===== config.mk =====
export PLATFORM = sky130hd
export DESIGN_NAME = colourCalc
export DESIGN_NICKNAME = d
export VERILOG_FILES = /design/src/rayPkg.sv /design/src/colourCalc.sv
export SDC_FILE = /design/constraint.sdc
export NUM_CORES = 1
export LEC_CHECK = 0
export BUFFER_PORTS_ARGS = -buffer_cell sky130_fd_sc_hd__buf_2
export CORE_UTILIZATION = 50
export DETAILED_ROUTE_END_ITERATION = 8
export PLACE_DENSITY = 0.72
export SLEW_MARGIN = 20
export SYNTH_ARGS = -nofsm -noshare
export SYNTH_HDL_FRONTEND = slang
export SYNTH_SLANG_ARGS = --single-unit

===== constraint.sdc =====
create_clock -name vclk -period 17.5
set_input_delay 3.5 -clock vclk [all_inputs]
set_output_delay 3.5 -clock vclk [all_outputs]
set_load 0.005 [all_outputs]

===== src/rayPkg.sv =====
package rayPkg;

	// Position coordinates, signed 16.16 fixed point
	localparam int posWidth = 32;
	localparam int posFracBits = 16;

	// Directions and normals, signed 4.12 fixed point
	localparam int dirWidth = 16;
	localparam int dirFracBits = 12;

	// Ray starts outside [-40.0, +50.0] on any axis never hit anything
	localparam logic signed [posWidth-1:0] minTraceStart = 32'shFFD8_0000;
	localparam logic signed [posWidth-1:0] maxTraceStart = 32'sh0032_0000;

	// Secondary ray starts are pushed along the ray by dir / 16
	localparam int biasShift = 4;

	localparam int pixelAddrWidth = 16;

	// 1:5:5:5 with zero top bit, then blue, green, red
	localparam int colourWidth = 16;

	// Reflectiveness in 1/256 units
	localparam int reflectWidth = 8;

	// Colour of a ray that leaves the scene
	localparam logic [colourWidth-1:0] skyColour = 16'h7E6A;

	// Tracing phases, run in this order
	typedef enum logic [1:0] {
		primaryRay,
		primaryShadow,
		secondaryRay,
		secondaryShadow
	} tracePhase;

endpackage

===== src/colourCalc.sv =====
`timescale 1ns/1ps

module colourCalc (
	input logic primaryHit,
	input logic primaryShadowed,
	input logic [rayPkg::colourWidth-1:0] primaryAlbedo,
	input logic [rayPkg::reflectWidth-1:0] primaryReflect,
	input logic secondaryHit,
	input logic secondaryShadowed,
	input logic [rayPkg::colourWidth-1:0] secondaryAlbedo,
	output logic [rayPkg::colourWidth-1:0] pixelColour
);

	logic [14:0] primaryColour;
	logic [14:0] secondaryColour;
	logic [14:0] blended;
	logic useBlend;

	// Sky on a miss, albedo on a hit, half brightness in shadow
	function automatic logic [14:0] phaseColour(
		input logic hit,
		input logic shadowed,
		input logic [rayPkg::colourWidth-1:0] albedo
	);
		if (!hit) begin
			return rayPkg::skyColour[14:0];
		end
		if (shadowed) begin
			return {1'b0, albedo[14:11], 1'b0, albedo[9:6], 1'b0, albedo[4:1]};
		end
		return albedo[14:0];
	endfunction

	function automatic logic [4:0] blendChannel(
		input logic [4:0] p,
		input logic [4:0] s,
		input logic [rayPkg::reflectWidth-1:0] r
	);
		logic [13:0] mix;
		mix = 14'(p) * (14'(1 << rayPkg::reflectWidth) - 14'(r)) + 14'(s) * 14'(r);
		return mix[12:8];
	endfunction

	assign primaryColour = phaseColour(primaryHit, primaryShadowed, primaryAlbedo);
	assign secondaryColour = phaseColour(secondaryHit, secondaryShadowed, secondaryAlbedo);

	// Channels are blue, green, red from the top
	assign blended = {
		blendChannel(primaryColour[14:10], secondaryColour[14:10], primaryReflect),
		blendChannel(primaryColour[9:5], secondaryColour[9:5], primaryReflect),
		blendChannel(primaryColour[4:0], secondaryColour[4:0], primaryReflect)
	};

	// Only a reflective primary hit mixes in the secondary colour
	assign useBlend = primaryHit && (primaryReflect != '0);
	assign pixelColour = {1'b0, useBlend ? blended : primaryColour};

endmodule


# --- Yosys cells after proc, flatten, opt, wreduce, memory -nomap -nowiden ---
# Index checks and enable logic that the tools add are counted.
# W data, S select, Z words.
totals:
  elab_cells: 25
  inputBits: 44
  register_bits: 0
  output_inout_bits: 16
op_classes:
  reduce_logical: 2
  mux: 13
  addsub: 4
  multipliers: 6
ops:
  columns: ["op", "count"]
  rows:
  - ["$mux W15", 9]
  - ["$add A13 B13 Y13", 3]
  - ["$mul A5 B8 Y13", 3]
  - ["$mul A5 B14 Y13", 2]
  - ["$mul A6 B10 Y13", 1]
  - ["$sub A9 B8 Y10 const A", 1]
  - ["$reduce_bool A8 Y1", 1]
  - ["$mux W1", 4]
  - ["$logic_and A1 B1 Y1", 1]

# --- Logic depth before layout (Yosys ltp) ---
# Gate-level depths: netlist of run 1.
logic_depth:
  depth_word: 7
  mapped_depth: 24

# --- Worst setup path after synthesis of run 1 ---
# Ideal clock, no wire load.
synth_path:
  path_type: "input-to-output"
  start: "input port primaryReflect[0] in the netlist's numbering"
  end: "output port pixelColour[9] in the netlist's numbering"
  path_buffers: 2
  stages: 23
  slack_ns: 5.115
  arrival_ns: 8.885
  path_cell_list: "inv_1 > clkbuf_1 > ha_1 > nand3b_1 > xor2_1 > clkbuf_1 > nand2_1 > fa_1 > inv_1 > fa_1 > fa_1 > fa_1 > inv_1 > fa_1 > inv_1 > ha_1 > o21ai_0 > a211oi_1 > a32oi_2 > nor3_2 > o41ai_4 > xnor2_1 > o22a_1"
synth_between:
  elab_chain_cells: 4
  elab_cells_between_ends: 7
  cone_classes: "add/sub (2); mul (2); mux (1); reduce/logical (2)"
synth_rtl:
  columns: ["item", "line", "text"]
  rows:
  - ["from (decl)", "colourCalc.sv:7", "input logic [rayPkg::reflectWidth-1:0] primaryReflect,"]
  - ["$sub A9 B8 Y10", "colourCalc.sv:40", "mix = 14'(p) * (14'(1 << rayPkg::reflectWidth) - 14'(r)) + 14'(s) * 14'(r);"]
  - ["$mul A5 B14 Y13", "colourCalc.sv:40", null]
  - ["$add A13 B13 Y13", "colourCalc.sv:40", null]
  - ["$mux W15 *", "colourCalc.sv:56", "assign pixelColour = {1'b0, useBlend ? blended : primaryColour};"]
  - ["to (decl)", "colourCalc.sv:11", "output logic [rayPkg::colourWidth-1:0] pixelColour"]
# Mark *: on every way between the ends. The rest lies on a longest branch, timed or not.

# --- Final worst setup path of run 1 ---
layout_path:
  start: "input port primaryReflect[0] in the netlist's numbering"
  end: "output port pixelColour[8] in the netlist's numbering"
# The elaborated chain is that of the path after synthesis.

==> results of run 1 <==
-- report_power, final --
group | switching [W] | leakage (nW) | internal, W
clock | 0 | 0 | 0
sequential | 0 | 0 | 0
combinational | 0.000706 | 4.58 | 0.000602
-- synth_stat cells (2+ instances only) --
| library cell | n |
|---|---|
| sky130_fd_sc_hd__nand2_1 | 136 |
| sky130_fd_sc_hd__buf_4 | 2 |
| sky130_fd_sc_hd__xor2_1 | 8 |
| sky130_fd_sc_hd__nand2b_1 | 3 |
| sky130_fd_sc_hd__and3b_1 | 2 |
| sky130_fd_sc_hd__a21oi_1 | 29 |
| sky130_fd_sc_hd__o21bai_1 | 3 |
| sky130_fd_sc_hd__nand2_2 | 3 |
| sky130_fd_sc_hd__mux2i_1 | 23 |
| sky130_fd_sc_hd__xnor2_1 | 26 |
| sky130_fd_sc_hd__nor3_2 | 3 |
| sky130_fd_sc_hd__clkbuf_1 | 28 |
| sky130_fd_sc_hd__o21a_1 | 3 |
| sky130_fd_sc_hd__buf_6 | 4 |
| sky130_fd_sc_hd__nor2b_1 | 8 |
| sky130_fd_sc_hd__nor3_1 | 4 |
| sky130_fd_sc_hd__o211ai_1 | 2 |
| sky130_fd_sc_hd__or3_1 | 2 |
| sky130_fd_sc_hd__o21ai_1 | 10 |
| sky130_fd_sc_hd__and2_2 | 2 |
| sky130_fd_sc_hd__buf_2 | 3 |
| sky130_fd_sc_hd__a311o_1 | 2 |
| sky130_fd_sc_hd__nor2_1 | 7 |
| sky130_fd_sc_hd__a31oi_1 | 6 |
| sky130_fd_sc_hd__fa_1 | 168 |
| sky130_fd_sc_hd__a21o_1 | 7 |
| sky130_fd_sc_hd__and2_1 | 107 |
| sky130_fd_sc_hd__and3_1 | 2 |
| sky130_fd_sc_hd__ha_1 | 100 |
| sky130_fd_sc_hd__o22a_1 | 2 |
| sky130_fd_sc_hd__clkbuf_2 | 2 |
| sky130_fd_sc_hd__inv_1 | 203 |
| sky130_fd_sc_hd__nand3_1 | 4 |
| sky130_fd_sc_hd__o21ai_0 | 9 |
-- logic make-up (layout without fill, tap and decap cells) --
| kind of cell | count (synthesis) | count (layout) | share of synthesized area |
|---|---|---|---|
| fa+ha+maj | 268 | 268 | 0.567 |
| xor+xnor | 34 | 34 | 0.0366 |
| mux | 24 | 24 | 0.0300 |
| buf+inv | 245 | 266 | 0.120 |
| other cells | 1 | 1 | 0.000461 |
| compound gates | 82 | 82 | 0.0670 |
| simple gates | 288 | 288 | 0.180 |
-- area by class of cell --
type,count,area (um2)
inverter,204,766
multi-input combinational,697,7190
timing repair buffer,62,323
fill,1488,7330
tap,216,270
-- metrics by stage --
step                      hold slack (ns)  total power, W  worst slack (ns)
after global placement               7.44         0.00127              4.07
final                                7.43         0.00131              3.95
after CTS                            7.44         0.00131              3.99
after floorplan                      7.26         0.00101              5.12
after global routing                 7.48         0.00150              3.65
after detailed placement             7.44         0.00131              4.01
-- critical path, cell delays in order --
cell and delay, ns:
sky130_fd_sc_hd__buf_2 0.31, sky130_fd_sc_hd__inv_1 0.37, sky130_fd_sc_hd__ha_1 0.36, sky130_fd_sc_hd__nand2_1 0.11, sky130_fd_sc_hd__xor2_2 0.80, sky130_fd_sc_hd__nand2_1 0.18, sky130_fd_sc_hd__fa_1 0.58, sky130_fd_sc_hd__inv_1 0.05
sky130_fd_sc_hd__fa_1 0.48, sky130_fd_sc_hd__fa_1 0.46, sky130_fd_sc_hd__fa_1 0.52, sky130_fd_sc_hd__inv_1 0.05, sky130_fd_sc_hd__fa_1 0.48, sky130_fd_sc_hd__inv_1 0.04, sky130_fd_sc_hd__ha_1 0.25, sky130_fd_sc_hd__o21ai_0 0.21
sky130_fd_sc_hd__a211oi_1 0.12, sky130_fd_sc_hd__a32oi_2 0.36, sky130_fd_sc_hd__nor2_1 0.13, sky130_fd_sc_hd__a221oi_2 0.30, sky130_fd_sc_hd__xor2_1 0.18, sky130_fd_sc_hd__o21bai_1 0.08, sky130_fd_sc_hd__buf_2 0.13
-- layer usage --
layer | vias to the layer above | GRT usage | wire [um]
li1 | 2887 | - | -
met1 | 3057 | 0.331 | 8020
met2 | 155 | 0.371 | 8290
met3 | 14 | 0.00991 | 815
met4 | 0 | 0.0287 | 233
met5 | - | 0 | 0
-- final timing paths --
check                              from               to
worst min-delay path  primaryAlbedo[10]  pixelColour[10]
worst max-delay path  primaryReflect[0]   pixelColour[8]
==> out/qor_table.md, run 1 <==
| Group | Result | Reported |
| --- | --- | --- |
| outcome | Run status | complete, no violations |
| layout | Utilization of the core after routing | 0.538 |
| placement | Quantity of I/O buffers inserted on ports | 57 |
| synth | Top area cells in the synthesized netlist | sky130_fd_sc_hd__fa_1 41%, sky130_fd_sc_hd__ha_1 15%, sky130_fd_sc_hd__inv_1 9.4%, sky130_fd_sc_hd__and2_1 8.2%, sky130_fd_sc_hd__nand2_1 6.3% |
| drt | Number of design rule violations left after detail routing | 0 |
| floorplanning | Die H | 130 um |
| global route | Wire length of the first global-routing pass | 29700 um |
| synth | Syn_nets | 1254 |
| synth | Post-Synthesis Cells | 942 |
| drt | Detailed-routing iteration count for the pre-antenna-repair pass | 5 |
| drt | Aggregate routed wire length | 17400 um |
| global route | Grt ovf | 0 |
| synth | Number of warnings issued by yosys | 0 |
| global route | Initial antenna violation count | 0 |
| synth | Average footprint of a synthesized cell | 8.64 um2 |
| pwr | Leakage | 4.58 nW |
| pwr | Power density relative to cell area | 153 nW/um2 |
| timing | Final period util | 0.774 |
| placement | DP Wirelength | 14400 um |
| drt | Total vias in the final route | 6113 |
| floorplanning | Die ar. | 16800 um2 |
| layout | Share of layout cells above drive strength 1 | 0.0841 |
| layout | Non-filler cells, final | 1179 |
| placement | Instance area after placement | 8550 um2 |
| drt | Routed len/inst | 14.7 um |
| timing | Final setup violation count | 0 |
| floorplanning | Core region area | 15900 um2 |
| synth | Fraction of the yosys area taken by sequential cells | 0 |
| layout | # diodes | 0 |
| timing | Peak Freq | 73.8 MHz |
| setup path | Arrival time reported for the critical path endpoint | 10.05 ns |
| layout | Area growth syn-to-layout | 5.01% |
| run | Max capacitance violation total | 0 |
| timing | Unrepaired setup endpoints after global routing | false |
| synth | Netlist cell types | 53 |
| setup path | Data required time at the worst endpoint | 14.00 ns |
| synth | Synth area leader | sky130_fd_sc_hd__fa_1 |
| layout | Most common cell after layout, fill and taps aside | sky130_fd_sc_hd__inv_1 |
| global route | Overall fraction of global-route tracks in use | 0.223 |
| layout | Number of clock buffers in the layout | 0 |
| layout | Final instance area | 8550 um2 |
| timing | Worst slew pin tran | 1.02 ns |
| pwr | Peak supply drop | 0.000165 V |
| floorplanning | Top Ports | 60 |
| clock network | Hold bufs inserted after CTS | 0 |
| timing | Final Max Slew Viols | 0 |
| synth | Synth top area share | 0.413 |
| floorplanning | Number of core rows | 46 |
| synth | Netlist area before placement | 8140 um2 |
| setup path | WS Path Type | primary input to primary output |
| layout | Seq Cell Count | 0 |
| setup path | Startpoint type of the worst setup path | primary input |
| timing | Final hold violations | 0 |
| min path | Worst hold path depth | 4 |
| layout | Commonest non-fill, non-tap cells in the layout | 203 x sky130_fd_sc_hd__inv_1, 168 x sky130_fd_sc_hd__fa_1, 136 x sky130_fd_sc_hd__nand2_1 |
| floorplanning | Starting density of the core | 0.513 |
| global route | Largest net degree at the start of global routing | 32 |
| timing | Final-layout setup total negative slack | 0 ns |
| drt | Remaining number of nets flagged by the antenna check after routing | 0 |
| min path | Class of the tightest hold or removal check | primary input to primary output |
| drt | Detailed-route vias per instance | 5.18 |
| setup path | Kind of capture point of the worst setup path | primary output |
| setup path | CP max FO | 17 |
| global route | Via count of the first global-routing pass | 6079 |
| floorplanning | Die Span X | 130 um |
| placement | Routability-driven placement congestion ratio | 0.826 |
| clock network | Post-CTS setup-driven buffer insertion count | 0 |
| timing | Final worst path period need | 13.55 ns |
| drt | DRC violation total after the first TritonRoute iteration | 295 |
| timing | Max-slew headroom at the worst pin | 0.320 |
| layout | Sequential cell area | 0 um2 |
| clock network | Count of cells resized by post-cts repair | 0 |
| placement | Placed instance count | 1179 |
| layout | Number of nets in the finished design | 1277 |
Note: power is estimated with default switching activity, not from simulation.
==> inputs of run 2 (changes only) <==
ABC_AREA = 1   (was unset)
PLACE_DENSITY = 0.75   (was 0.72)
clock period = 11.1 ns   (was 17.5 ns; I/O delays follow)
==> out/qor_table.md, run 2 <==
| Group | Result | Reported | vs previous |
| --- | --- | --- | --- |
| synth | Netlist area before placement | 8510 um2 | +4.5% |
| placement | Placement-stage worst setup slack | 0.723 ns | -3.29 ns |
| layout | Number of nets in the finished design | 1538 | +20% |
| setup path | WS Path Type | primary input to primary output |  |
| timing | Peak Freq | 95.3 MHz |  |
| floorplanning | Die Span X | 132 um | +2.2% |
| timing | Final hold violations | 0 | unchanged |
| floorplanning | Starting density of the core | 0.513 | +0.000752 |
| drt | Detailed-routing iteration count for the pre-antenna-repair pass | 5 | unchanged |
| placement | Quantity of I/O buffers inserted on ports | 57 | unchanged |
| floorplanning | Core region area | 16600 um2 | +4.4% |
| layout | Commonest non-fill, non-tap cells in the layout | 288 x sky130_fd_sc_hd__nand2_1, 266 x sky130_fd_sc_hd__inv_1, 173 x sky130_fd_sc_hd__nor2_1 |  |
| setup path | Critical path capture point | pixelColour[8] |  |
| global route | GR Layer Usage met2 | 0.441 | +0.0697 |
| layout | Number of clock buffers in the layout | 0 | unchanged |
| synth | Syn_nets | 1497 | +19% |
| timing | Final worst path period need | 10.50 ns |  |
| floorplanning | Die ar. | 17600 um2 | +4.5% |
| floorplanning | Die H | 132 um | +2.2% |
| global route | Grt ovf | 0 | unchanged |
| synth | Synth area leader | sky130_fd_sc_hd__fa_1 |  |
| clock network | Count of cells resized by post-cts repair | 0 | unchanged |
| global route | Overall fraction of global-route tracks in use | 0.265 | +0.0423 |
| setup path | Arrival time reported for the critical path endpoint | 8.28 ns | -1.77 ns |
| timing | Final setup violation count | 0 | unchanged |
| drt | Number of design rule violations left after detail routing | 0 | unchanged |
| layout | Seq Cell Count | 0 | unchanged |
| floorplanning | Top Ports | 60 | unchanged |
| layout | # diodes | 0 | unchanged |
| setup path | Ordered list of cells on the worst path | buf_2 -> inv_1 -> ha_1 -> xnor2_1 -> inv_1 -> nor2_1 -> fa_1 -> fa_1 -> fa_1 -> fa_1 -> inv_1 -> fa_1 -> inv_1 -> ha_1 -> a21oi_1 -> o21ai_0 -> a21oi_1 -> nand2_1 -> xnor2_1 -> o21bai_1 -> buf_2 |  |
| run | Max capacitance violation total | 0 | unchanged |
| pwr | Power density relative to cell area | 265 nW/um2 | +73% |
| outcome | Run status | complete, no violations |  |
| synth | Most common cell in the synthesized netlist | sky130_fd_sc_hd__nand2_1 |  |
| synth | Synth cell count leaders | 288 x sky130_fd_sc_hd__nand2_1, 266 x sky130_fd_sc_hd__inv_1, 173 x sky130_fd_sc_hd__nor2_1 |  |
| layout | Share of layout cells above drive strength 1 | 0.0768 | -0.00731 |
| placement | Routability-driven placement congestion ratio | 0.904 | +9.4% |
| setup path | Dominant cell type by count on the critical path | sky130_fd_sc_hd__fa_1 |  |
| synth | Number of warnings issued by yosys | 0 | unchanged |
| layout | Utilization of the core after routing | 0.541 | +0.00254 |
| setup path | Data required time at the worst endpoint | 8.88 ns | -5.12 ns |
| drt | Remaining number of nets flagged by the antenna check after routing | 0 | unchanged |
| layout | Sequential cell area | 0 um2 | unchanged |
| timing | Final Max Slew Viols | 0 | unchanged |
| synth | Post-Synthesis Cells | 1185 | +26% |
| placement | DP Wirelength | 18800 um | +31% |
| setup path | Cell with the largest stage delay on the worst path | sky130_fd_sc_hd__xnor2_1 |  |
| pwr | Peak supply drop | 0.000259 V | +57% |
| pwr | Leakage | 5.23 nW | +14% |
| floorplanning | Number of core rows | 47 | +2.2% |
| global route | Wire length of the first global-routing pass | 37100 um | +25% |
| synth | Average footprint of a synthesized cell | 7.18 um2 | -17% |
| timing | Max-slew headroom at the worst pin | 0.245 | -0.0755 |
| setup path | Peak per-stage delay on the critical path | 0.85 ns | +0.05 ns |
| timing | Unrepaired setup endpoints after global routing | false |  |
| synth | Fraction of the yosys area taken by sequential cells | 0 | unchanged |
| setup path | CP max FO | 12 | -5 |
| min path | Class of the tightest hold or removal check | primary input to primary output |  |
| global route | Global routing usage on met3 | 0.0521 | +0.0422 |
| synth | Top area cells in the synthesized netlist | sky130_fd_sc_hd__fa_1 40%, sky130_fd_sc_hd__ha_1 15%, sky130_fd_sc_hd__nand2_1 13%, sky130_fd_sc_hd__inv_1 12%, sky130_fd_sc_hd__nor2_1 7.6% |  |
| drt | Total vias in the final route | 7618 | +25% |
| timing | Worst-case setup margin in the final layout | 0.602 ns | -3.35 ns |
| drt | Aggregate routed wire length | 22500 um | +29% |
| setup path | Kind of capture point of the worst setup path | primary output |  |
| drt | DRC violation total after the first TritonRoute iteration | 527 | +79% |
| drt | Routed len/inst | 15.6 um | +5.6% |
| global route | Largest net degree at the start of global routing | 21 | -34% |
| global route | Most utilized layer in the global route result | met2 |  |
| synth | Synth top area share | 0.395 | -0.0180 |
| clock network | Hold bufs inserted after CTS | 0 | unchanged |
| timing | Final period util | 0.946 |  |
| drt | Detailed-route vias per instance | 5.28 | +1.7% |
| setup path | Startpoint type of the worst setup path | primary input |  |
| setup path | Worst Setup SP | primaryReflect[0] |  |
| global route | Initial antenna violation count | 0 | unchanged |
| layout | FILL cells | 1658 | +11% |
| synth | Netlist cell types | 43 | -19% |
| global route | Global-route track usage on met1 | 0.352 | +0.0210 |
| timing | Final-layout setup total negative slack | 0 ns | unchanged |
| layout | Most common cell after layout, fill and taps aside | sky130_fd_sc_hd__nand2_1 |  |
| global route | Via count of the first global-routing pass | 7653 | +26% |
| timing | Worst slew pin tran | 1.13 ns | +0.107 ns |
| layout | Area growth syn-to-layout | 5.35% |  |
| clock network | Post-CTS setup-driven buffer insertion count | 0 | unchanged |
run 2: changes by cell type in the layout (fill, tap and decap cells not counted), sizes merged, moves of 5 or more:
| cell | previous run | this run |
|---|---|---|
| mux2i | 24 | 0 |
| nor2 | 7 | 177 |
| and2 | 109 | 0 |
| xnor2 | 26 | 6 |
| nand2 | 140 | 291 |
| nor3 | 7 | 12 |
| nand3 | 4 | 47 |
| nand3b | 1 | 7 |
| inv | 203 | 274 |
| a31oi | 6 | 1 |
| o21ai | 19 | 14 |
| nor2b | 8 | 0 |
run 2: worst min-delay path by stage:
stage / from / end / slack (ns) / depth (start not counted)
floorplan: primaryReflect[4] / pixelColour[4] / 4.67 / 5
global placement: primaryAlbedo[5] / pixelColour[5] / 4.95 / 6
detailed placement: primaryAlbedo[5] / pixelColour[5] / 4.95 / 6
CTS: primaryAlbedo[5] / pixelColour[5] / 4.96 / 6
global route: primaryAlbedo[5] / pixelColour[5] / 4.99 / 6
finish: primaryAlbedo[5] / pixelColour[5] / 4.95 / 6
run 2: cell type report:
cell class	instances	area (um2)	area share
well taps	220	275	0.0307
repair buffers	63	330	0.0368
multi-input cells	884	7320	0.816
inverters	277	1040	0.116
run 2: metrics by stage:
step                instances  power, W  hold slack (ns)  area, um2
floorplan                1185   0.00182             4.67       8510
global placement         1444   0.00230             4.95       8970
detailed placement       1444   0.00234             4.95       8970
CTS                      1444   0.00236             4.96       8970
global route             1444   0.00277             4.99       8970
finish                   1444   0.00238             4.95       8970
run 2: logic make-up after synthesis:
logic type | Yosys count | synth area share
simple gates | 542 | 0.263
buf+inv | 301 | 0.140
fa+ha+maj | 268 | 0.542
compound gates | 63 | 0.0431
xor+xnor | 10 | 0.0112
other cells | 1 | 0.000440
run 2: metal layers:
layer  vias to the layer above  routed length (um)
met1                      3629                9120
met4                         0                 846
met5                         -                   0
met3                        59                2070
met2                       341               10400
li1                       3589                   -
run 2: where the power goes:
part | internal, W | total, W | switching, W
registers | 0 | 0 | 0
logic | 0.000948 | 0.00238 | 0.00143
clock network | 0 | 0 | 0
total | 0.000948 | 0.00238 | 0.00143
run 2: critical path, delay by kind of cell:
| kind | cells | cell delay [ns] |
|---|---|---|
| buffers and inverters | 6 | 1.16 |
| AO/OA/AOI/OAI | 4 | 0.58 |
| XOR/XNOR | 2 | 0.98 |
| AND/OR/NAND/NOR | 2 | 0.38 |
| adder cells (fa/ha/maj) | 7 | 2.95 |
==> inputs of run 3 (changes only) <==
CORE_UTILIZATION = 59   (was 50)
PLACE_DENSITY = 0.85   (was 0.75)
==> out/qor_table.md, run 3 (synthesis gave the netlist of run 2 again) <==
| Group | Result | Reported | vs previous |
| --- | --- | --- | --- |
| floorplanning | Top Ports | 60 | unchanged |
| timing | Max-slew headroom at the worst pin | 0.334 | +0.0887 |
| timing | Worst slew pin tran | 0.993 ns | -0.133 ns |
| drt | Detailed-route vias per instance | 5.58 | +5.7% |
| pwr | Combinational group share of total power | 1.000 | about the same |
| global route | Initial antenna violation count | 0 | unchanged |
| pwr | Sequential share of power | 0 | unchanged |
| global route | Global routing usage on met3 | 0.0463 | -0.00576 |
| floorplanning | Die ar. | 14900 um2 | -15% |
| setup path | Kind of capture point of the worst setup path | primary output |  |
| global route | Global-route track usage on met1 | 0.429 | +0.0768 |
| timing | Smallest hold slack | 4.94 ns | -0.00290 ns |
| clock network | Count of cells resized by post-cts repair | 0 | unchanged |
| timing | Final period util | 0.949 | +0.00368 |
| layout | Seq Cell Count | 0 | unchanged |
| setup path | Arrival time reported for the critical path endpoint | 8.32 ns | +0.04 ns |
| clock network | Post-CTS setup-driven buffer insertion count | 0 | unchanged |
| layout | Utilization of the core after routing | 0.637 | +0.0966 |
| placement | Placed instance count | 1403 | -2.8% |
| global route | Via count of the first global-routing pass | 7726 | +0.95% |
| global route | GR Layer Usage met2 | 0.532 | +0.0912 |
| floorplanning | Number of core rows | 43 | -8.5% |
| layout | Non-filler cells, final | 1403 | -2.8% |
| setup path | WS Path Type | primary input to primary output |  |
| global route | Most utilized layer in the global route result | met2 |  |
| layout | Most common cell after layout, fill and taps aside | sky130_fd_sc_hd__nand2_1 |  |
| floorplanning | Die Span X | 122 um | -7.8% |
| pwr | Power density relative to cell area | 269 nW/um2 | +1.4% |
| timing | Final worst path period need | 10.54 ns | +0.0409 ns |
| pwr | Switch Pwr | 0.00144 W | +1.1% |
| setup path | Startpoint type of the worst setup path | primary input |  |
| drt | Total vias in the final route | 7823 | +2.7% |
| layout | Number of clock buffers in the layout | 0 | unchanged |
| floorplanning | Core region area | 14000 um2 | -16% |
| placement | Instance area after placement | 8910 um2 | -0.64% |
| global route | Grt ovf | 0 | unchanged |
| drt | Aggregate routed wire length | 22400 um | -0.17% |
| placement | Routability-driven placement congestion ratio | 0.990 | +9.5% |
| layout | Area growth syn-to-layout | 4.73% |  |
| outcome | Run status | complete, no violations |  |
| setup path | CP max FO | 13 | +1 |
| pwr | Portion of total power attributed to the clock network | 0 | unchanged |
| setup path | Cell with the largest stage delay on the worst path | sky130_fd_sc_hd__xnor2_1 |  |
| timing | Final setup violation count | 0 | unchanged |
| floorplanning | Die H | 122 um | -7.8% |
| timing | Peak Freq | 94.9 MHz | -0.39% |
| pwr | Sw Ratio | 0.602 | +0.00161 |
| global route | Largest net degree at the start of global routing | 21 | unchanged |
| setup path | Dominant delay contributor by cell family on the critical path | adder cells |  |
| drt | Routed len/inst | 16.0 um | +2.7% |
| layout | FILL cells | 1255 | -24% |
| layout | Share of layout cells above drive strength 1 | 0.0769 | about the same |
| setup path | Peak per-stage delay on the critical path | 0.80 ns | -0.05 ns |
| layout | Number of nets in the finished design | 1537 | -0.065% |
| setup path | Number of buffer and inverter instances along the worst setup path | 6 | unchanged |
| global route | Overall fraction of global-route tracks in use | 0.321 | +0.0555 |
| clock network | Hold bufs inserted after CTS | 0 | unchanged |
| layout | Commonest non-fill, non-tap cells in the layout | 288 x sky130_fd_sc_hd__nand2_1, 266 x sky130_fd_sc_hd__inv_1, 173 x sky130_fd_sc_hd__nor2_1 |  |
| floorplanning | Starting density of the core | 0.609 | +0.0952 |
| setup path | Ordered list of cells on the worst path | buf_2 -> inv_1 -> ha_1 -> xnor2_1 -> inv_1 -> nor2_1 -> fa_1 -> fa_1 -> fa_1 -> fa_1 -> inv_1 -> fa_1 -> inv_1 -> ha_1 -> nand2_1 -> o21ai_0 -> a21oi_1 -> nand2_1 -> nand2_1 -> nand2_1 -> nand2_1 -> nand2_1 -> buf_2 |  |
| timing | Final hold violations | 0 | unchanged |
| layout | Sequential cell area | 0 um2 | unchanged |
| placement | DP Wirelength | 18700 um | -0.35% |
| drt | Number of design rule violations left after detail routing | 0 | unchanged |
| pwr | Cell-internal power | 0.000952 W | +0.40% |
| pwr | Peak supply drop | 0.000283 V | +9.4% |
| drt | Detailed-routing iteration count for the pre-antenna-repair pass | 5 | unchanged |
| pwr | Leakage | 5.23 nW | about the same |
| drt | Remaining number of nets flagged by the antenna check after routing | 0 | unchanged |
| timing | Final-layout setup total negative slack | 0 ns | unchanged |
| layout | # diodes | 0 | unchanged |
| timing | Unrepaired setup endpoints after global routing | false |  |
| timing | Final Max Slew Viols | 0 | unchanged |
| global route | Wire length of the first global-routing pass | 37100 um | about the same |
| layout | Final instance area | 8920 um2 | -0.59% |
| drt | DRC violation total after the first TritonRoute iteration | 613 | +16% |
| layout | Area of combinational cells with multiple inputs | 7320 um2 | about the same |
| setup path | Dominant cell type by count on the critical path | sky130_fd_sc_hd__nand2_1 |  |
| min path | Class of the tightest hold or removal check | primary input to primary output |  |
| run | Max capacitance violation total | 0 | unchanged |
| placement | Quantity of I/O buffers inserted on ports | 57 | unchanged |
| setup path | Data required time at the worst endpoint | 8.88 ns | about the same |
==> run 3: routing by layer <==
metal	vias up	wire (um)
li1	3586	-
met1	3715	8480
met2	438	10600
met3	84	2350
met4	0	959
met5	-	0
==> run 3: area by class of cell <==
type                       count  share of cell area
inverter                     277               0.117
multi-input combinational    884               0.821
tap                          180              0.0253
timing repair buffer          62              0.0362
==> run 3: path summary, 6_finish.rpt <==
kind	from	to	slack (ns)	cells past startpoint
hold / removal	primaryAlbedo[5]	pixelColour[5]	4.94	6
setup / recovery	primaryReflect[1]	pixelColour[14]	0.56	23
==> run 3: through the flow <==
stage	total power, W	setup slack [ns]
6_report	0.00239	0.561
5_1_grt	0.00275	0.298
4_1_cts	0.00238	0.710
3_5_place_dp	0.00236	0.722
3_3_place_gp	0.00230	0.760
2_1_floorplan	0.00182	1.35
==> run 3: power groups by stage <==
| stage | logic, W | registers (W) | clock network, W |
|---|---|---|---|
| 2_1_floorplan | 0.00182 | 0 | 0 |
| 3_3_place_gp | 0.00230 | 0 | 0 |
| 3_5_place_dp | 0.00236 | 0 | 0 |
| 4_1_cts | 0.00238 | 0 | 0 |
| 5_1_grt | 0.00275 | 0 | 0 |
| 6_report | 0.00239 | 0 | 0 |
