===== src/rayPkg.sv =====
package rayPkg;

	// Position coordinates, signed 16.16 fixed point
	localparam int posWidth = 32;
	localparam int posFracBits = 16;

	// Directions and normals, signed 4.12 fixed point
	localparam int dirWidth = 16;
	localparam int dirFracBits = 12;

	// Ray starts outside [-40.0, +50.0] on any axis never hit anything
	localparam logic signed [posWidth-1:0] minTraceStart = 32'shFFD8_0000;
	localparam logic signed [posWidth-1:0] maxTraceStart = 32'sh0032_0000;

	// Secondary ray starts are pushed along the ray by dir / 16
	localparam int biasShift = 4;

	localparam int pixelAddrWidth = 16;

	// 1:5:5:5 with zero top bit, then blue, green, red
	localparam int colourWidth = 16;

	// Reflectiveness in 1/256 units
	localparam int reflectWidth = 8;

	// Colour of a ray that leaves the scene
	localparam logic [colourWidth-1:0] skyColour = 16'h7E6A;

	// Tracing phases, run in this order
	typedef enum logic [1:0] {
		primaryRay,
		primaryShadow,
		secondaryRay,
		secondaryShadow
	} tracePhase;

endpackage

===== src/phaseSequencer.sv =====
`timescale 1ns/1ps

module phaseSequencer (
	input logic clock,
	input logic reset,

	input logic startTick,
	output logic busy,
	input logic signed [rayPkg::posWidth-1:0] rayStartX, rayStartY, rayStartZ,
	input logic signed [rayPkg::dirWidth-1:0] rayDirX, rayDirY, rayDirZ,
	input logic signed [rayPkg::dirWidth-1:0] lightDirX, lightDirY, lightDirZ,
	input logic [rayPkg::pixelAddrWidth-1:0] pixelAddress,

	output logic traceStart,
	output logic traceShadow,
	output logic traceSecondary,
	output logic signed [rayPkg::posWidth-1:0] traceRayStartX, traceRayStartY, traceRayStartZ,
	output logic signed [rayPkg::dirWidth-1:0] traceRayDirX, traceRayDirY, traceRayDirZ,
	input logic traceBusy,
	input logic traceHit,
	input logic signed [rayPkg::posWidth-1:0] traceHitX, traceHitY, traceHitZ,
	input logic signed [rayPkg::dirWidth-1:0] traceNormalX, traceNormalY, traceNormalZ,
	input logic [rayPkg::colourWidth-1:0] traceAlbedo,
	input logic [rayPkg::reflectWidth-1:0] traceReflect,

	input logic fbWriteOK,
	output logic fbWrite,
	output logic [rayPkg::pixelAddrWidth-1:0] fbWriteAddr,
	output logic [rayPkg::colourWidth-1:0] fbWriteData,

	output logic signed [rayPkg::posWidth-1:0] hitX, hitY, hitZ,
	output logic signed [rayPkg::dirWidth-1:0] hitNormalX, hitNormalY, hitNormalZ,
	output logic signed [rayPkg::dirWidth-1:0] currentDirX, currentDirY, currentDirZ,
	output logic signed [rayPkg::dirWidth-1:0] lightX, lightY, lightZ,
	input logic signed [rayPkg::posWidth-1:0] shadowStartX, shadowStartY, shadowStartZ,
	input logic signed [rayPkg::dirWidth-1:0] shadowDirX, shadowDirY, shadowDirZ,
	input logic signed [rayPkg::posWidth-1:0] reflectStartX, reflectStartY, reflectStartZ,
	input logic signed [rayPkg::dirWidth-1:0] reflectDirX, reflectDirY, reflectDirZ,
	input logic signed [rayPkg::dirWidth-1:0] normalDotLight,

	output logic primaryHit,
	output logic primaryShadowed,
	output logic [rayPkg::colourWidth-1:0] primaryAlbedo,
	output logic [rayPkg::reflectWidth-1:0] primaryReflect,
	output logic secondaryHit,
	output logic secondaryShadowed,
	output logic [rayPkg::colourWidth-1:0] secondaryAlbedo,
	input logic [rayPkg::colourWidth-1:0] pixelColour
);

	typedef enum logic [2:0] {
		idle,
		startPhase,
		traceLaunch,
		traceWait,
		finishPhase,
		writeSetup,
		writeWait
	} seqState;

	seqState state;
	rayPkg::tracePhase phase;
	rayPkg::tracePhase nextPhase;
	logic runNext;
	logic markShadowed;
	logic isPrimary;
	logic startInBounds;

	// Hit record storage beyond what shading needs
	logic signed [rayPkg::posWidth-1:0] primHitX, primHitY, primHitZ;
	logic signed [rayPkg::posWidth-1:0] secHitX, secHitY, secHitZ;
	logic signed [rayPkg::dirWidth-1:0] primNormalX, primNormalY, primNormalZ;
	logic signed [rayPkg::dirWidth-1:0] secNormalX, secNormalY, secNormalZ;
	logic signed [rayPkg::dirWidth-1:0] primDirX, primDirY, primDirZ;

	function automatic logic inRange(input logic signed [rayPkg::posWidth-1:0] v);
		return (v >= rayPkg::minTraceStart) && (v <= rayPkg::maxTraceStart);
	endfunction

	assign startInBounds = inRange(traceRayStartX) && inRange(traceRayStartY) &&
		inRange(traceRayStartZ);

	assign isPrimary = (phase == rayPkg::primaryRay) || (phase == rayPkg::primaryShadow);
	assign traceShadow = (phase == rayPkg::primaryShadow) || (phase == rayPkg::secondaryShadow);
	assign traceSecondary = !isPrimary;

	// Neighbours always see the record belonging to the current phase
	assign hitX = isPrimary ? primHitX : secHitX;
	assign hitY = isPrimary ? primHitY : secHitY;
	assign hitZ = isPrimary ? primHitZ : secHitZ;
	assign hitNormalX = isPrimary ? primNormalX : secNormalX;
	assign hitNormalY = isPrimary ? primNormalY : secNormalY;
	assign hitNormalZ = isPrimary ? primNormalZ : secNormalZ;
	assign currentDirX = isPrimary ? primDirX : traceRayDirX;
	assign currentDirY = isPrimary ? primDirY : traceRayDirY;
	assign currentDirZ = isPrimary ? primDirZ : traceRayDirZ;

	// Which phase follows the one just finished
	always_comb begin
		runNext = 1'b0;
		nextPhase = phase;
		markShadowed = 1'b0;
		case (phase)
			rayPkg::primaryRay: begin
				if (primaryHit) begin
					if (normalDotLight > 0) begin
						runNext = 1'b1;
						nextPhase = rayPkg::primaryShadow;
					end else begin
						// Facing away from the light, so assume shadowed
						markShadowed = 1'b1;
						if (primaryReflect != '0) begin
							runNext = 1'b1;
							nextPhase = rayPkg::secondaryRay;
						end
					end
				end
			end
			rayPkg::primaryShadow: begin
				if (primaryReflect != '0) begin
					runNext = 1'b1;
					nextPhase = rayPkg::secondaryRay;
				end
			end
			rayPkg::secondaryRay: begin
				if (secondaryHit) begin
					if (normalDotLight > 0) begin
						runNext = 1'b1;
						nextPhase = rayPkg::secondaryShadow;
					end else begin
						markShadowed = 1'b1;
					end
				end
			end
			default: begin
			end
		endcase
	end

	always_ff @(posedge clock or posedge reset) begin
		if (reset) begin
			state <= idle;
			phase <= rayPkg::primaryRay;
			busy <= 1'b0;
			traceStart <= 1'b0;
			fbWrite <= 1'b0;
		end else begin
			traceStart <= 1'b0;
			fbWrite <= 1'b0;
			case (state)
				idle: begin
					busy <= startTick;
					if (startTick) begin
						phase <= rayPkg::primaryRay;
						state <= startPhase;
					end
				end
				startPhase: begin
					// Out of bounds start is a miss without tracing
					if (startInBounds) begin
						traceStart <= 1'b1;
						state <= traceLaunch;
					end else begin
						state <= finishPhase;
					end
				end
				// Engine busy is not valid yet
				traceLaunch: state <= traceWait;
				traceWait: begin
					if (!traceBusy) begin
						state <= finishPhase;
					end
				end
				finishPhase: begin
					if (runNext) begin
						phase <= nextPhase;
						state <= startPhase;
					end else begin
						state <= writeSetup;
					end
				end
				writeSetup: state <= writeWait;
				writeWait: begin
					if (fbWriteOK) begin
						fbWrite <= 1'b1;
						state <= idle;
					end
				end
				default: state <= idle;
			endcase
		end
	end

	always_ff @(posedge clock) begin
		case (state)
			idle: begin
				if (startTick) begin
					traceRayStartX <= rayStartX;
					traceRayStartY <= rayStartY;
					traceRayStartZ <= rayStartZ;
					traceRayDirX <= rayDirX;
					traceRayDirY <= rayDirY;
					traceRayDirZ <= rayDirZ;
					primDirX <= rayDirX;
					primDirY <= rayDirY;
					primDirZ <= rayDirZ;
					lightX <= lightDirX;
					lightY <= lightDirY;
					lightZ <= lightDirZ;
					fbWriteAddr <= pixelAddress;
					// Cleared flags double as the skipped-phase result
					primaryHit <= 1'b0;
					primaryShadowed <= 1'b0;
					secondaryHit <= 1'b0;
					secondaryShadowed <= 1'b0;
				end
			end
			traceWait: begin
				if (!traceBusy) begin
					case (phase)
						rayPkg::primaryRay: begin
							primaryHit <= traceHit;
							primHitX <= traceHitX;
							primHitY <= traceHitY;
							primHitZ <= traceHitZ;
							primNormalX <= traceNormalX;
							primNormalY <= traceNormalY;
							primNormalZ <= traceNormalZ;
							primaryAlbedo <= traceAlbedo;
							primaryReflect <= traceReflect;
						end
						rayPkg::primaryShadow: primaryShadowed <= traceHit;
						rayPkg::secondaryRay: begin
							secondaryHit <= traceHit;
							secHitX <= traceHitX;
							secHitY <= traceHitY;
							secHitZ <= traceHitZ;
							secNormalX <= traceNormalX;
							secNormalY <= traceNormalY;
							secNormalZ <= traceNormalZ;
							secondaryAlbedo <= traceAlbedo;
						end
						default: secondaryShadowed <= traceHit;
					endcase
				end
			end
			finishPhase: begin
				if (markShadowed && isPrimary) begin
					primaryShadowed <= 1'b1;
				end
				if (markShadowed && !isPrimary) begin
					secondaryShadowed <= 1'b1;
				end
				if (runNext && nextPhase == rayPkg::secondaryRay) begin
					traceRayStartX <= reflectStartX;
					traceRayStartY <= reflectStartY;
					traceRayStartZ <= reflectStartZ;
					traceRayDirX <= reflectDirX;
					traceRayDirY <= reflectDirY;
					traceRayDirZ <= reflectDirZ;
				end else if (runNext) begin
					traceRayStartX <= shadowStartX;
					traceRayStartY <= shadowStartY;
					traceRayStartZ <= shadowStartZ;
					traceRayDirX <= shadowDirX;
					traceRayDirY <= shadowDirY;
					traceRayDirZ <= shadowDirZ;
				end
			end
			writeSetup: fbWriteData <= pixelColour;
			default: begin
			end
		endcase
	end

endmodule


===== config.mk =====
export PLATFORM = sky130hd
export DESIGN_NAME = phaseSequencer
export DESIGN_NICKNAME = d
export VERILOG_FILES = /design/src/rayPkg.sv /design/src/phaseSequencer.sv
export SDC_FILE = /design/constraint.sdc
export NUM_CORES = 1
export LEC_CHECK = 0
export BUFFER_PORTS_ARGS = -buffer_cell sky130_fd_sc_hd__buf_2
export CORE_AREA = 2 2 450 452
export CTS_CLUSTER_DIAMETER = 60
export CTS_CLUSTER_SIZE = 14
export DETAILED_ROUTE_END_ITERATION = 12
export DIE_AREA = 0 0 452 454
export GPL_ROUTABILITY_DRIVEN = 0
export SETUP_SLACK_MARGIN = 0.02
export SLEW_MARGIN = 10
export SYNTH_ARGS = -nofsm -noshare
export SYNTH_HDL_FRONTEND = slang
export SYNTH_SLANG_ARGS = --single-unit

===== constraint.sdc =====
create_clock -name clock -period 24.7 [get_ports clock]
set_input_delay 3.705 -clock clock [delete_from_list [all_inputs] [get_ports clock]]
set_output_delay 3.705 -clock clock [all_outputs]
set_load 0.02 [all_outputs]

## Word-level counts from Yosys, hierarchy flattened

Index checks and enable logic that the tools add are counted.

| storage, ports and cells | value |
|---|---|
| register bits after elaboration | 612 |
| bits in latches | 0 |
| memory bits (writable) | 0 |
| ROM bits | 0 |
| bits of input ports | 702 |
| output and inout port bits | 465 |
| logic and storage cells | 172 |
| memories kept | 0 |

| operators by class | value |
|---|---|
| add/subtract/negate cells | 0 |
| $mul | 0 |
| div/mod/pow operators | 0 |
| $lt $le $gt $ge | 7 |
| equal/unequal tests | 21 |
| shifts and indexed selects | 0 |
| multiplexer cells | 77 |
| bitwise logic cells | 1 |
| reductions and logical operators | 28 |

Operators by type and width:

| cell | count |
|---|---|
| 2-to-1 mux 32 bit | 12 |
| 2-to-1 mux 16 bit | 15 |
| one-hot mux 32 bit (2 select lines) | 3 |
| >= comparator 32 x 23 -> 1 bit, second input constant | 3 |
| <= comparator 32 x 23 -> 1 bit, second input constant | 3 |
| one-hot mux 16 bit (2 select lines) | 3 |
| 2-to-1 mux 1 bit | 23 |
| one-hot mux 3 bit (7 select lines) | 1 |
| inequality test 2 bit, second input constant | 10 |
| greater-than comparator 16 x 1 -> 1 bit, second input constant | 1 |
| 2-to-1 mux 3 bit | 5 |
| AND reduction 3 bit | 5 |
| 2-to-1 mux 2 bit | 7 |
| AND reduction 5 bit | 2 |
| == test 3 bit, second input constant | 3 |
| one-hot mux 1 bit (3 select lines) | 3 |
| logical AND 1 bit | 8 |
| AND reduction 4 bit | 2 |
| nonzero test 8 bit | 1 |
| == test 2 bit, second input constant | 3 |
| == test 3 x 2 -> 1 bit, second input constant | 2 |
| one-hot mux 1 bit (2 select lines) | 3 |
| one-hot mux 2 bit (3 select lines) | 1 |
| one-hot mux 2 bit (2 select lines) | 1 |
| other kinds (12) | 14 |

## Logic depth before layout (Yosys ltp)

Gate-level depths: netlist of run 1.

| depth | value |
|---|---|
| word-level depth | 9 |
| mapped depth | 9 |
| mapped depth without buffers | 6 |

## Worst setup path after synthesis of run 1

OpenSTA, ideal clock, no wires.

| path | value |
|---|---|
| path kind | input to register |
| start point | input port traceBusy |
| end point | register primHitX[0] (netlist bit), enable pin |
| setup time | 1.106 ns |
| data arrival time | 19.573 ns |
| required time | 23.594 ns |
| setup slack | 4.020 ns |
| cell stages on the path | 1 |
| buffers on the path | 0 |
| cells stage by stage | nor4_1 |

| between the ends | value |
|---|---|
| word-level cells in the longest chain between the ends | 2 |

RTL lines:

| item | RTL line | text |
|---|---|---|
| start, declared | phaseSequencer.sv:19 | `input logic traceBusy,` |
| inverter 1 bit (no source line) | n/a |  |
| AND reduction 3 bit (no source line) | n/a |  |
| end signal, assigned | phaseSequencer.sv:223 | `primHitX <= traceHitX;` |
| end, declared | phaseSequencer.sv:70 | `logic signed [rayPkg::posWidth-1:0] primHitX, primHitY, primHitZ;` |

Every way passes these cells.
A chain may end at the register's enable or synchronous reset.

## Final worst setup path of run 1

| path | value |
|---|---|
| start point | register phase[1] |
| end point | output port hitNormalZ[6] (netlist bit) |

| between the ends | value |
|---|---|
| word-level cells in the longest chain between the ends | 3 |
| elaborated cells on any way between the ends | 4 |
| those cells by class | eq/ne: 1; mux: 1; reduce/logical: 2 |

RTL lines:

| item | RTL line | text |
|---|---|---|
| start, declared | phaseSequencer.sv:62 | `rayPkg::tracePhase phase;` |
| start signal, assigned | phaseSequencer.sv:143 | `phase <= rayPkg::primaryRay;` |
| start signal, assigned | phaseSequencer.sv:154 | `phase <= rayPkg::primaryRay;` |
| start signal, assigned | phaseSequencer.sv:176 | `phase <= nextPhase;` |
| == test 2 x 1 -> 1 bit / zero test 2 bit (equally long branches) | phaseSequencer.sv:83 | `assign isPrimary = (phase == rayPkg::primaryRay) \|\| (phase == rayPkg::primaryShadow);` |
| logical OR 1 bit * | phaseSequencer.sv:83 |  |
| 2-to-1 mux 16 bit * | phaseSequencer.sv:93 | `assign hitNormalZ = isPrimary ? primNormalZ : secNormalZ;` |
| end, declared | phaseSequencer.sv:32 | `output logic signed [rayPkg::dirWidth-1:0] hitNormalX, hitNormalY, hitNormalZ,` |

Every way passes the cells marked *; elsewhere a longest branch is shown, timed or not.

==> impl_metrics.json, run 1 <==
{
  "outcome": "finished, final reports clean",
  "yosys_warnings": 0,
  "p_seq_frac": 0.380,
  "antenna_left": 0,
  "grt_pass1_vias": 18100,
  "end_kind": "output port",
  "postCtsSetupBuffers": 0,
  "ys_seq_area_frac": 0.751,
  "ys_ff_latch": 612,
  "setup_viol": 0,
  "start_util": 0.122,
  "tightest_slew_ns": 1.17,
  "hold_viol_final": 0,
  "fmax_mhz": 134,
  "via_per_inst": 3.52,
  "worstSetupPathType": "flop to output port",
  "peakVddDrop_uv": 73.7,
  "cp-start-kind": "flop",
  "vias": 19000,
  "finalCritPeriodShare": 0.303,
  "die_h_um": 454,
  "drt-total-wl_um": 143000,
  "htree_levels": 3,
  "period_needed_ns": 7.49,
  "dpl.cell_count": 5227,
  "detail_route.wl_per_cell_um": 26.4,
  "grt_max_degree": 214,
  "portBuffers": 1166,
  "crit_buf_inv": 3,
  "path_cells": "buf_4 -> buf_4 -> mux2_2 -> buf_2",
  "drc_errors": 0,
  "p_switching_w": 0.00167,
  "crit_path_max_incr_delay_ns": 0.85,
  "slew_headroom": 0.219,
  "row_count": 165,
  "ios": 1167,
  "core_area_sq_mm": 0.201,
  "syn_to_final_growth_pct": 47.6,
  "syn-num-nets": 2150,
  "worstSkewPairLatency_ns": 0.71,
  "grt_overflow_total": 0,
  "cp_slowest_cell": "buf_4",
  "path_clk_slew_ns": 0.05,
  "path_max_fanout": 67,
  "netlist_area_sq_mm": 0.0244,
  "grt.total_usage": 0.132,
  "swShare": 0.406,
  "cts_root_buffer": "clkbuf_16",
  "grt_pass1_wl_um": 176000,
  "path_common_cell": "buf_4",
  "hp-class": "flop to flop",
  "cts_tree": "yes",
  "drt_iter0_markers": 1980,
  "crit_required_ns": 21.00,
  "crit_family": "buffers and inverters",
  "cap_violations": 0,
  "internal_power_w": 0.00245,
  "p_per_area_mw_per_mm2": 114,
  "final_cells": 5405,
  "antenna_found_initial": 155,
  "dp.final_hpwl_um": 119000,
  "avgSynthCellArea_sq_um": 16.9,
  "layout_common_cells": "buf_2 (1,166), edfxtp_1 (604), mux2_2 (192)",
  "firstDrtPassIters": 5,
  "grt_setup_unrepaired": "no",
  "final_common_cell": "buf_2",
  "power_frac_clock": 0.277,
  "layout-drive-gt1-share": 0.562,
  "hold_buffers": 0,
  "dieArea_sq_mm": 0.205,
  "slew_violations": 0,
  "numCtsBuffers": 76,
  "critPathArrivalTime_ns": 3.78,
  "tns_ns": 0,
  "fin_util": 0.179,
  "clk_path_buf_depth": 3,
  "yosysUniqueCellTypes": 36,
  "clock_sinks": 612,
  "p_leak_nw": 14.4,
  "power_frac_comb": 0.344,
  "fin_nets": 3335,
  "cts_resized": 0,
  "syn_inst": 1448,
  "die_w_um": 452,
  "finalClockSkew_ns": 0.0363
}
[power by group through the flow]
stage / registers (W) / clock network [W] / logic, W
6_report: 0.00157 / 0.00114 / 0.00142
3_3_place_gp: 0.00158 / 0 / 0.00144
4_1_cts: 0.00157 / 0.00118 / 0.00146
2_1_floorplan: 0.00169 / 0 / 0.000687
3_5_place_dp: 0.00158 / 0 / 0.00145
5_1_grt: 0.00158 / 0.00122 / 0.00150
[tightest hold or removal path: stages (launching register included)]
cell     delay (ns)
dfrtp_1        0.34
o31ai_1        0.06
o21ai_0        0.09
[worst paths after layout]
check	from	depth (start not counted)	slack [ns]	to
max	phase[1]	4	17.21	hitNormalZ[6]
min	busy	2	0.55	busy
max reg2reg	primaryReflect[5]	7	20.62	traceRayStartZ[2]
min reg2reg	busy	2	0.55	busy
max in group asynchronous	reset	2	21.44	phase[1]
min in group asynchronous	reset	2	2.97	state[0]
[synthesized netlist by cell type]
cell type  instances  area [sq um]
edfxtp_1         604         18100
o21ai_2            1          8.76
o32ai_1            1          8.76
or3_1              1          6.26
buf_12             7           140
a311o_1            1          10.0
clkbuf_1          52           195
buf_4              8          60.1
buf_1              4          15.0
a21oi_1           16          80.1
or4_1              4          30.0
mux2_2           192          2160
a21o_1             1          7.51
a41o_1             1          10.0
nand2_1          157           589
o21ai_0           16          80.1
nand3_1            3          15.0
mux2i_1          146          1460
buf_2              5          25.0
inv_1              6          22.5
nor2_2             1          6.26
o41ai_1            1          8.76
dfrtp_1            8           200
a221oi_1           2          17.5
nor4b_1            3          26.3
o31ai_1            3          22.5
and3_1             4          25.0
o21ai_1          133           666
a31oi_1            5          31.3
nor4_1            27           169
nand4_1            6          37.5
buf_6              1          11.3
o311a_1            2          20.0
and4b_1            1          10.0
nor3_1             5          25.0
nor2_1            20          75.1
[logic make-up after synthesis]
group           Yosys count  synth area share
flops                   612             0.751
mux                     338             0.148
compound gates          183            0.0398
buf+inv                  83            0.0192
simple gates            232            0.0416
[final cells by class]
| cell class | count | area, sq um |
|---|---|---|
| Fill cell | 21900 | 165000 |
| Antenna cell | 50 | 125 |
| Timing Repair Buffer | 1184 | 6000 |
| Clock buffer | 79 | 1910 |
| Inverter | 6 | 22.5 |
| Multi-Input combinational cell | 753 | 5670 |
| Sequential cell | 612 | 18300 |
| Tap cell | 2672 | 3340 |
| Clock inverter | 49 | 629 |
[state kept, by name, summed over array words and instances, names as in the netlist, 32 cells and up]
signal          flops
traceRayStartX     32
primHitX           32
secHitY            32
secHitZ            32
secHitX            32
primHitY           32
traceRayStartY     32
traceRayStartZ     32
primHitZ           32
[per-stage QoR]
step	hold slack (ns)	total power, W	instance area (sq um)	setup WS (ns)
after CTS	0.569	0.00420	35900	17.08
final	0.549	0.00412	36000	17.21
after global placement	0.494	0.00303	33400	17.32
after global routing	0.609	0.00430	36000	16.95
after floorplan	0.623	0.00237	24400	4.02
after detailed placement	0.555	0.00303	33400	17.33
[per-layer routing]
layer / vias to the layer above / routed length (um) / track usage / share of wire
met5: - / 686 / 0 / 0.0048
met4: 106 / 5840 / 0.0556 / 0.041
met3: 387 / 19200 / 0.0693 / 0.13
met2: 1209 / 70400 / 0.222 / 0.49
met1: 9254 / 46400 / 0.136 / 0.33
li1: 8056 / - / - / -
(Power assumes the default switching activity.)
==> run 2: changes to the inputs <==
==> constraint.sdc (replaced) <==
create_clock -name clock -period 7.31 [get_ports clock]
set_input_delay 1.0965 -clock clock [delete_from_list [all_inputs] [get_ports clock]]
set_output_delay 1.0965 -clock clock [all_outputs]
set_load 0.02 [all_outputs]
==> run 2 against run 1 <==
Against the previous run: power rose to 3.4 times the previous value; worst hold slack worse by 0.18 ns; global-route usage up 0.88 points; final area up 0.27%; clock power rose to 3.5 times the previous value; die area unchanged; core utilization about the same; critical endpoint is now currentDirX[0]; largest cell class unchanged.
==> impl_metrics.json, run 2 (synthesis gave the netlist of run 1 again) <==
{
  "slew_headroom": 0.120,
  "drc_errors": 0,
  "portBuffers": 1166,
  "setup_viol": 0,
  "syn_to_final_growth_pct": 48.0,
  "finalClockSkew_ns": 0.0415,
  "period_needed_ns": 4.27,
  "peakVddDrop_uv": 399,
  "dp.final_hpwl_um": 127000,
  "row_count": 165,
  "ios": 1167,
  "core_area_sq_mm": 0.201,
  "drt_iter0_markers": 2008,
  "p_leak_nw": 14.4,
  "start_util": 0.122,
  "worstSetupPathType": "flop to output port",
  "postCtsSetupBuffers": 0,
  "grt_pass1_wl_um": 186000,
  "outcome": "finished, final reports clean",
  "clk_path_buf_depth": 3,
  "fin_util": 0.180,
  "cts_root_buffer": "clkbuf_16",
  "dieArea_sq_mm": 0.205,
  "crit_required_ns": 6.21,
  "hp-class": "primary input to async pin",
  "drt-total-wl_um": 152000,
  "slew_violations": 0,
  "final_common_cell": "buf_2",
  "antenna_found_initial": 143,
  "finalPower_w": 0.0142,
  "cts_resized": 0,
  "vias": 19300,
  "layout_common_cells": "buf_2 (1,166), edfxtp_1 (604), mux2_2 (192)",
  "cp-start-kind": "flop",
  "cts_tree": "yes",
  "hold_viol_final": 0,
  "finalCritPeriodShare": 0.584,
  "die_w_um": 452,
  "end_kind": "output port",
  "fmax_mhz": 234,
  "firstDrtPassIters": 7,
  "hold_buffers": 0,
  "htree_levels": 3,
  "antenna_left": 0,
  "tns_ns": 0,
  "fin_nets": 3334,
  "p_per_area_mw_per_mm2": 394,
  "detail_route.wl_per_cell_um": 28.2,
  "worstSkewPairLatency_ns": 0.72,
  "tightest_slew_ns": 1.32,
  "die_h_um": 454,
  "layout-drive-gt1-share": 0.562,
  "final_cells": 5388,
  "grt_pass1_vias": 18200,
  "via_per_inst": 3.58,
  "cap_violations": 0,
  "path_clk_slew_ns": 0.06,
  "grt_max_degree": 169,
  "critPathArrivalTime_ns": 3.17,
  "clock_sinks": 612,
  "grt_overflow_total": 0,
  "grt.total_usage": 0.140,
  "dpl.cell_count": 5225,
  "grt_setup_unrepaired": "no",
  "path_max_fanout": 57,
  "numCtsBuffers": 77
}
run 2: final cells by class:
class | instances | area, sq um
inverters | 6 | 22.5
diodes | 29 | 72.6
fillers | 22000 | 165000
multi-input cells | 753 | 5690
well taps | 2672 | 3340
clock buffers | 84 | 2000
flip-flops and latches | 612 | 18300
clock inverters | 50 | 644
repair buffers | 1182 | 6030
run 2: final timing paths:
| kind | slack [ns] | from | depth (start not counted) | end |
|---|---|---|---|---|
| worst min register to register | 0.54 | busy | 2 | busy |
| worst max register to register | 3.75 | primaryReflect[5] | 7 | traceRayStartY[5] |
| worst max-delay path | 3.04 | phase[1] | 3 | currentDirX[0] |
| min in group clock | 0.54 | busy | 2 | busy |
| worst min-delay path | 0.36 | reset | 2 | phase[1] |
| max in group asynchronous | 6.66 | reset | 2 | phase[1] |
run 2: power by group:
part,total (W),internal (W),switching (W)
clock network,0.00400,0.00220,0.00180
registers,0.00534,0.00471,0.000630
logic,0.00488,0.00149,0.00339
total,0.0142,0.00841,0.00582
run 2: per-layer routing:
| layer | vias to the layer above | GRT usage | routed length, um |
|---|---|---|---|
| met5 | - | 0 | 742 |
| met4 | 116 | 0.0490 | 5530 |
| met3 | 390 | 0.0744 | 20800 |
| met2 | 1323 | 0.238 | 74200 |
| met1 | 9449 | 0.148 | 50500 |
| li1 | 8035 | - | - |
run 2: worst max-delay path, stage by stage, from the launching register on:
cell and delay [ns]:
dfrtp_4 0.85, buf_4 0.80, mux2_2 0.49, buf_2 0.18
run 2: through the flow:
step | worst slack [ns] | cell area [sq um] | hold WS, ns
after floorplan | 0.443 | 24400 | 0.624
after global placement | 2.84 | 33400 | 0.487
after detailed placement | 2.80 | 33400 | 0.514
after CTS | 2.91 | 36100 | 0.287
after global routing | 2.86 | 36100 | 0.324
final | 3.04 | 36100 | 0.364
==> run 3: changes to the inputs <==
--- a/config.mk
+++ b/config.mk
@@ -5,12 +5,13 @@
 export SDC_FILE = /design/constraint.sdc
 export NUM_CORES = 1
 export LEC_CHECK = 0
+export ABC_AREA = 1
 export BUFFER_PORTS_ARGS = -buffer_cell sky130_fd_sc_hd__buf_2
-export CORE_AREA = 2 2 450 452
+export CORE_AREA = 2 2 458 460
 export CTS_CLUSTER_DIAMETER = 60
 export CTS_CLUSTER_SIZE = 14
 export DETAILED_ROUTE_END_ITERATION = 12
-export DIE_AREA = 0 0 452 454
+export DIE_AREA = 0 0 460 462
 export GPL_ROUTABILITY_DRIVEN = 0
 export SETUP_SLACK_MARGIN = 0.02
 export SLEW_MARGIN = 10
==> constraint.sdc (replaced) <==
create_clock -name clock -period 3.7 [get_ports clock]
set_input_delay 0.555 -clock clock [delete_from_list [all_inputs] [get_ports clock]]
set_output_delay 0.555 -clock clock [all_outputs]
set_load 0.02 [all_outputs]
==> run 3 against run 2 <==
Against the previous run: clock-buffer cell count shrank 4; register-to-register slack lost 3.2 ns; critical endpoint is now hitX[14]; synthesized cell count grew 70%; largest cell class unchanged; largest power group is now combinational logic; global-route usage shrank 0.077 points; cell count grew 25%; via count grew 26%; worst hold slack lost 0.28 ns.
==> impl_metrics.json, run 3 <==
{
  "p_per_area_mw_per_mm2": 736,
  "slew_headroom": 0.135,
  "htree_levels": 3,
  "hp-class": "primary input to flop",
  "grt_overflow_total": 0,
  "worstSetupPathType": "flop to output port",
  "fin_util": 0.194,
  "yosys_warnings": 0,
  "antenna_left": 0,
  "firstDrtPassIters": 5,
  "dp.final_hpwl_um": 130000,
  "synth_commonest_cells": "nand2_1 (1,105), edfxtp_1 (604), nor2_1 (266), inv_1 (181), o21ai_1 (140)",
  "final_cell_area_sq_mm": 0.0403,
  "critPathArrivalTime_ns": 3.05,
  "grt_setup_unrepaired": "no",
  "cts_tree": "yes",
  "peakVddDrop_uv": 478,
  "cp-start-kind": "flop",
  "ios": 1167,
  "placed_cell_area_sq_mm": 0.0349,
  "finalCritPeriodShare": 0.973,
  "grt.total_usage": 0.140,
  "ys_ff_latch": 612,
  "finalPower_w": 0.0297,
  "hold_viol_final": 0,
  "outcome": "finished, final reports clean",
  "slew_violations": 0,
  "worst_hold_slack_ns": 0.0868,
  "grt_max_degree": 167,
  "yosysUniqueCellTypes": 25,
  "layout-drive-gt1-share": 0.337,
  "end_kind": "output port",
  "grt_pass1_wl_um": 200000,
  "core_area_sq_mm": 0.208,
  "crit_required_ns": 3.14,
  "final_common_cell": "buf_2",
  "antenna_found_initial": 123,
  "vias": 24400,
  "drc_errors": 0,
  "syn-num-nets": 3164,
  "layout_common_cells": "buf_2 (1,166), nand2_1 (1,104), edfxtp_1 (604)",
  "fin_nets": 4614,
  "async_flop_share": 0.0131,
  "drt-total-wl_um": 157000,
  "start_util": 0.123,
  "avgSynthCellArea_sq_um": 10.4,
  "grt_pass1_vias": 23400,
  "yosysTopAreaCellShare": 0.706,
  "drt_iter0_markers": 2319,
  "setup_viol": 0,
  "synth.largest_area_cell": "edfxtp_1",
  "period_needed_ns": 3.60,
  "numCtsBuffers": 75,
  "pre_cts_ws_ns": 0.648,
  "synth_most_common_cell": "nand2_1",
  "portBuffers": 1166,
  "p_leak_nw": 17.5,
  "netlist_area_sq_mm": 0.0257,
  "ys_seq_area_frac": 0.714,
  "cts_root_buffer": "clkbuf_16",
  "syn_to_final_growth_pct": 56.8,
  "clk_path_buf_depth": 3,
  "detail_route.wl_per_cell_um": 23.3,
  "path_clk_slew_ns": 0.06,
  "cap_violations": 0,
  "fmax_mhz": 278,
  "synthFlopType": "edfxtp_1",
  "synth_area_leaders": "edfxtp_1 (71%), nand2_1 (16%), nor2_1 (3.9%)",
  "worstSkewPairLatency_ns": 0.70,
  "syn_inst": 2462,
  "dieArea_sq_mm": 0.213,
  "tightest_slew_ns": 1.30,
  "path_max_fanout": 148,
  "synth_edf_count": 604,
  "row_count": 168,
  "cts_resized": 0,
  "ff2ff_setup_slack_ns": 0.57,
  "clock_sinks": 612,
  "via_per_inst": 3.61,
  "final.setup.worst_slack_ns": 0.0995,
  "die_h_um": 462,
  "finalClockSkew_ns": 0.0434,
  "die_w_um": 460
}
-- run 3: final timing paths --
| check | startpoint | endpoint | depth (start not counted) |
|---|---|---|---|
| max | phase[1] | hitX[14] | 4 |
| min | lightDirY[14] | lightY[14] | 1 |
| max reg2reg | phase[1] | traceRayStartY[12] | 12 |
| min reg2reg | state[0] | state[0] | 1 |
| max in group asynchronous | reset | phase[1] | 3 |
| min in group asynchronous | reset | traceStart | 3 |
-- run 3: report_power, final --
part	total [W]	internal [W]	switching, W
combinational	0.0116	0.00301	0.00863
clock	0.00746	0.00407	0.00339
sequential	0.0106	0.00934	0.00123
total	0.0297	0.0164	0.0132
-- run 3: kinds of logic after synthesis --
kind of cell | count (synthesis) | share of synthesized area
flip-flops | 612 | 0.714
AND/OR/NAND/NOR | 1399 | 0.207
buffers and inverters | 292 | 0.0485
AO/OA/AOI/OAI | 159 | 0.0313
-- run 3: through the flow --
| step | TNS [ns] | cells |
|---|---|---|
| 6_report | 0 | 6745 |
| 5_1_grt | 0 | 6719 |
| 4_1_cts | 0 | 6682 |
| 3_5_place_dp | 0 | 6277 |
| 3_3_place_gp | 0 | 6277 |
| 2_1_floorplan | -743.65 | 2462 |
-- run 3: repair_timing --
action | CTS | global route
hold buffers | 278 | 0
hold endpoints to repair | 439 | 0
buffers inserted | 0 | 0
-- run 3: layer usage --
metal / vias to the layer above / share of wire / track usage
met3: 345 / 0.12 / 0.0629
met4: 90 / 0.052 / 0.0726
met1: 11500 / 0.36 / 0.154
li1: 11000 / - / -
met5: - / 0.0037 / 0
met2: 1463 / 0.46 / 0.226
-- run 3: final cells by class --
| type | count | area [sq um] |
|---|---|---|
| Timing Repair Buffer | 1480 | 9010 |
| Fill cell | 23000 | 168000 |
| Inverter | 185 | 707 |
| Antenna cell | 63 | 158 |
| Clock inverter | 47 | 583 |
| Multi-Input combinational cell | 1558 | 6180 |
| Clock buffer | 80 | 1900 |
| Sequential cell | 612 | 18300 |
| Tap cell | 2720 | 3400 |
-- run 3: critical path, cell delays in order (launching register included) --
cell and delay, ns:
dfrtp_4 0.71, buf_12 0.33, nand2_1 0.11, nand2_1 0.27
buf_2 0.33
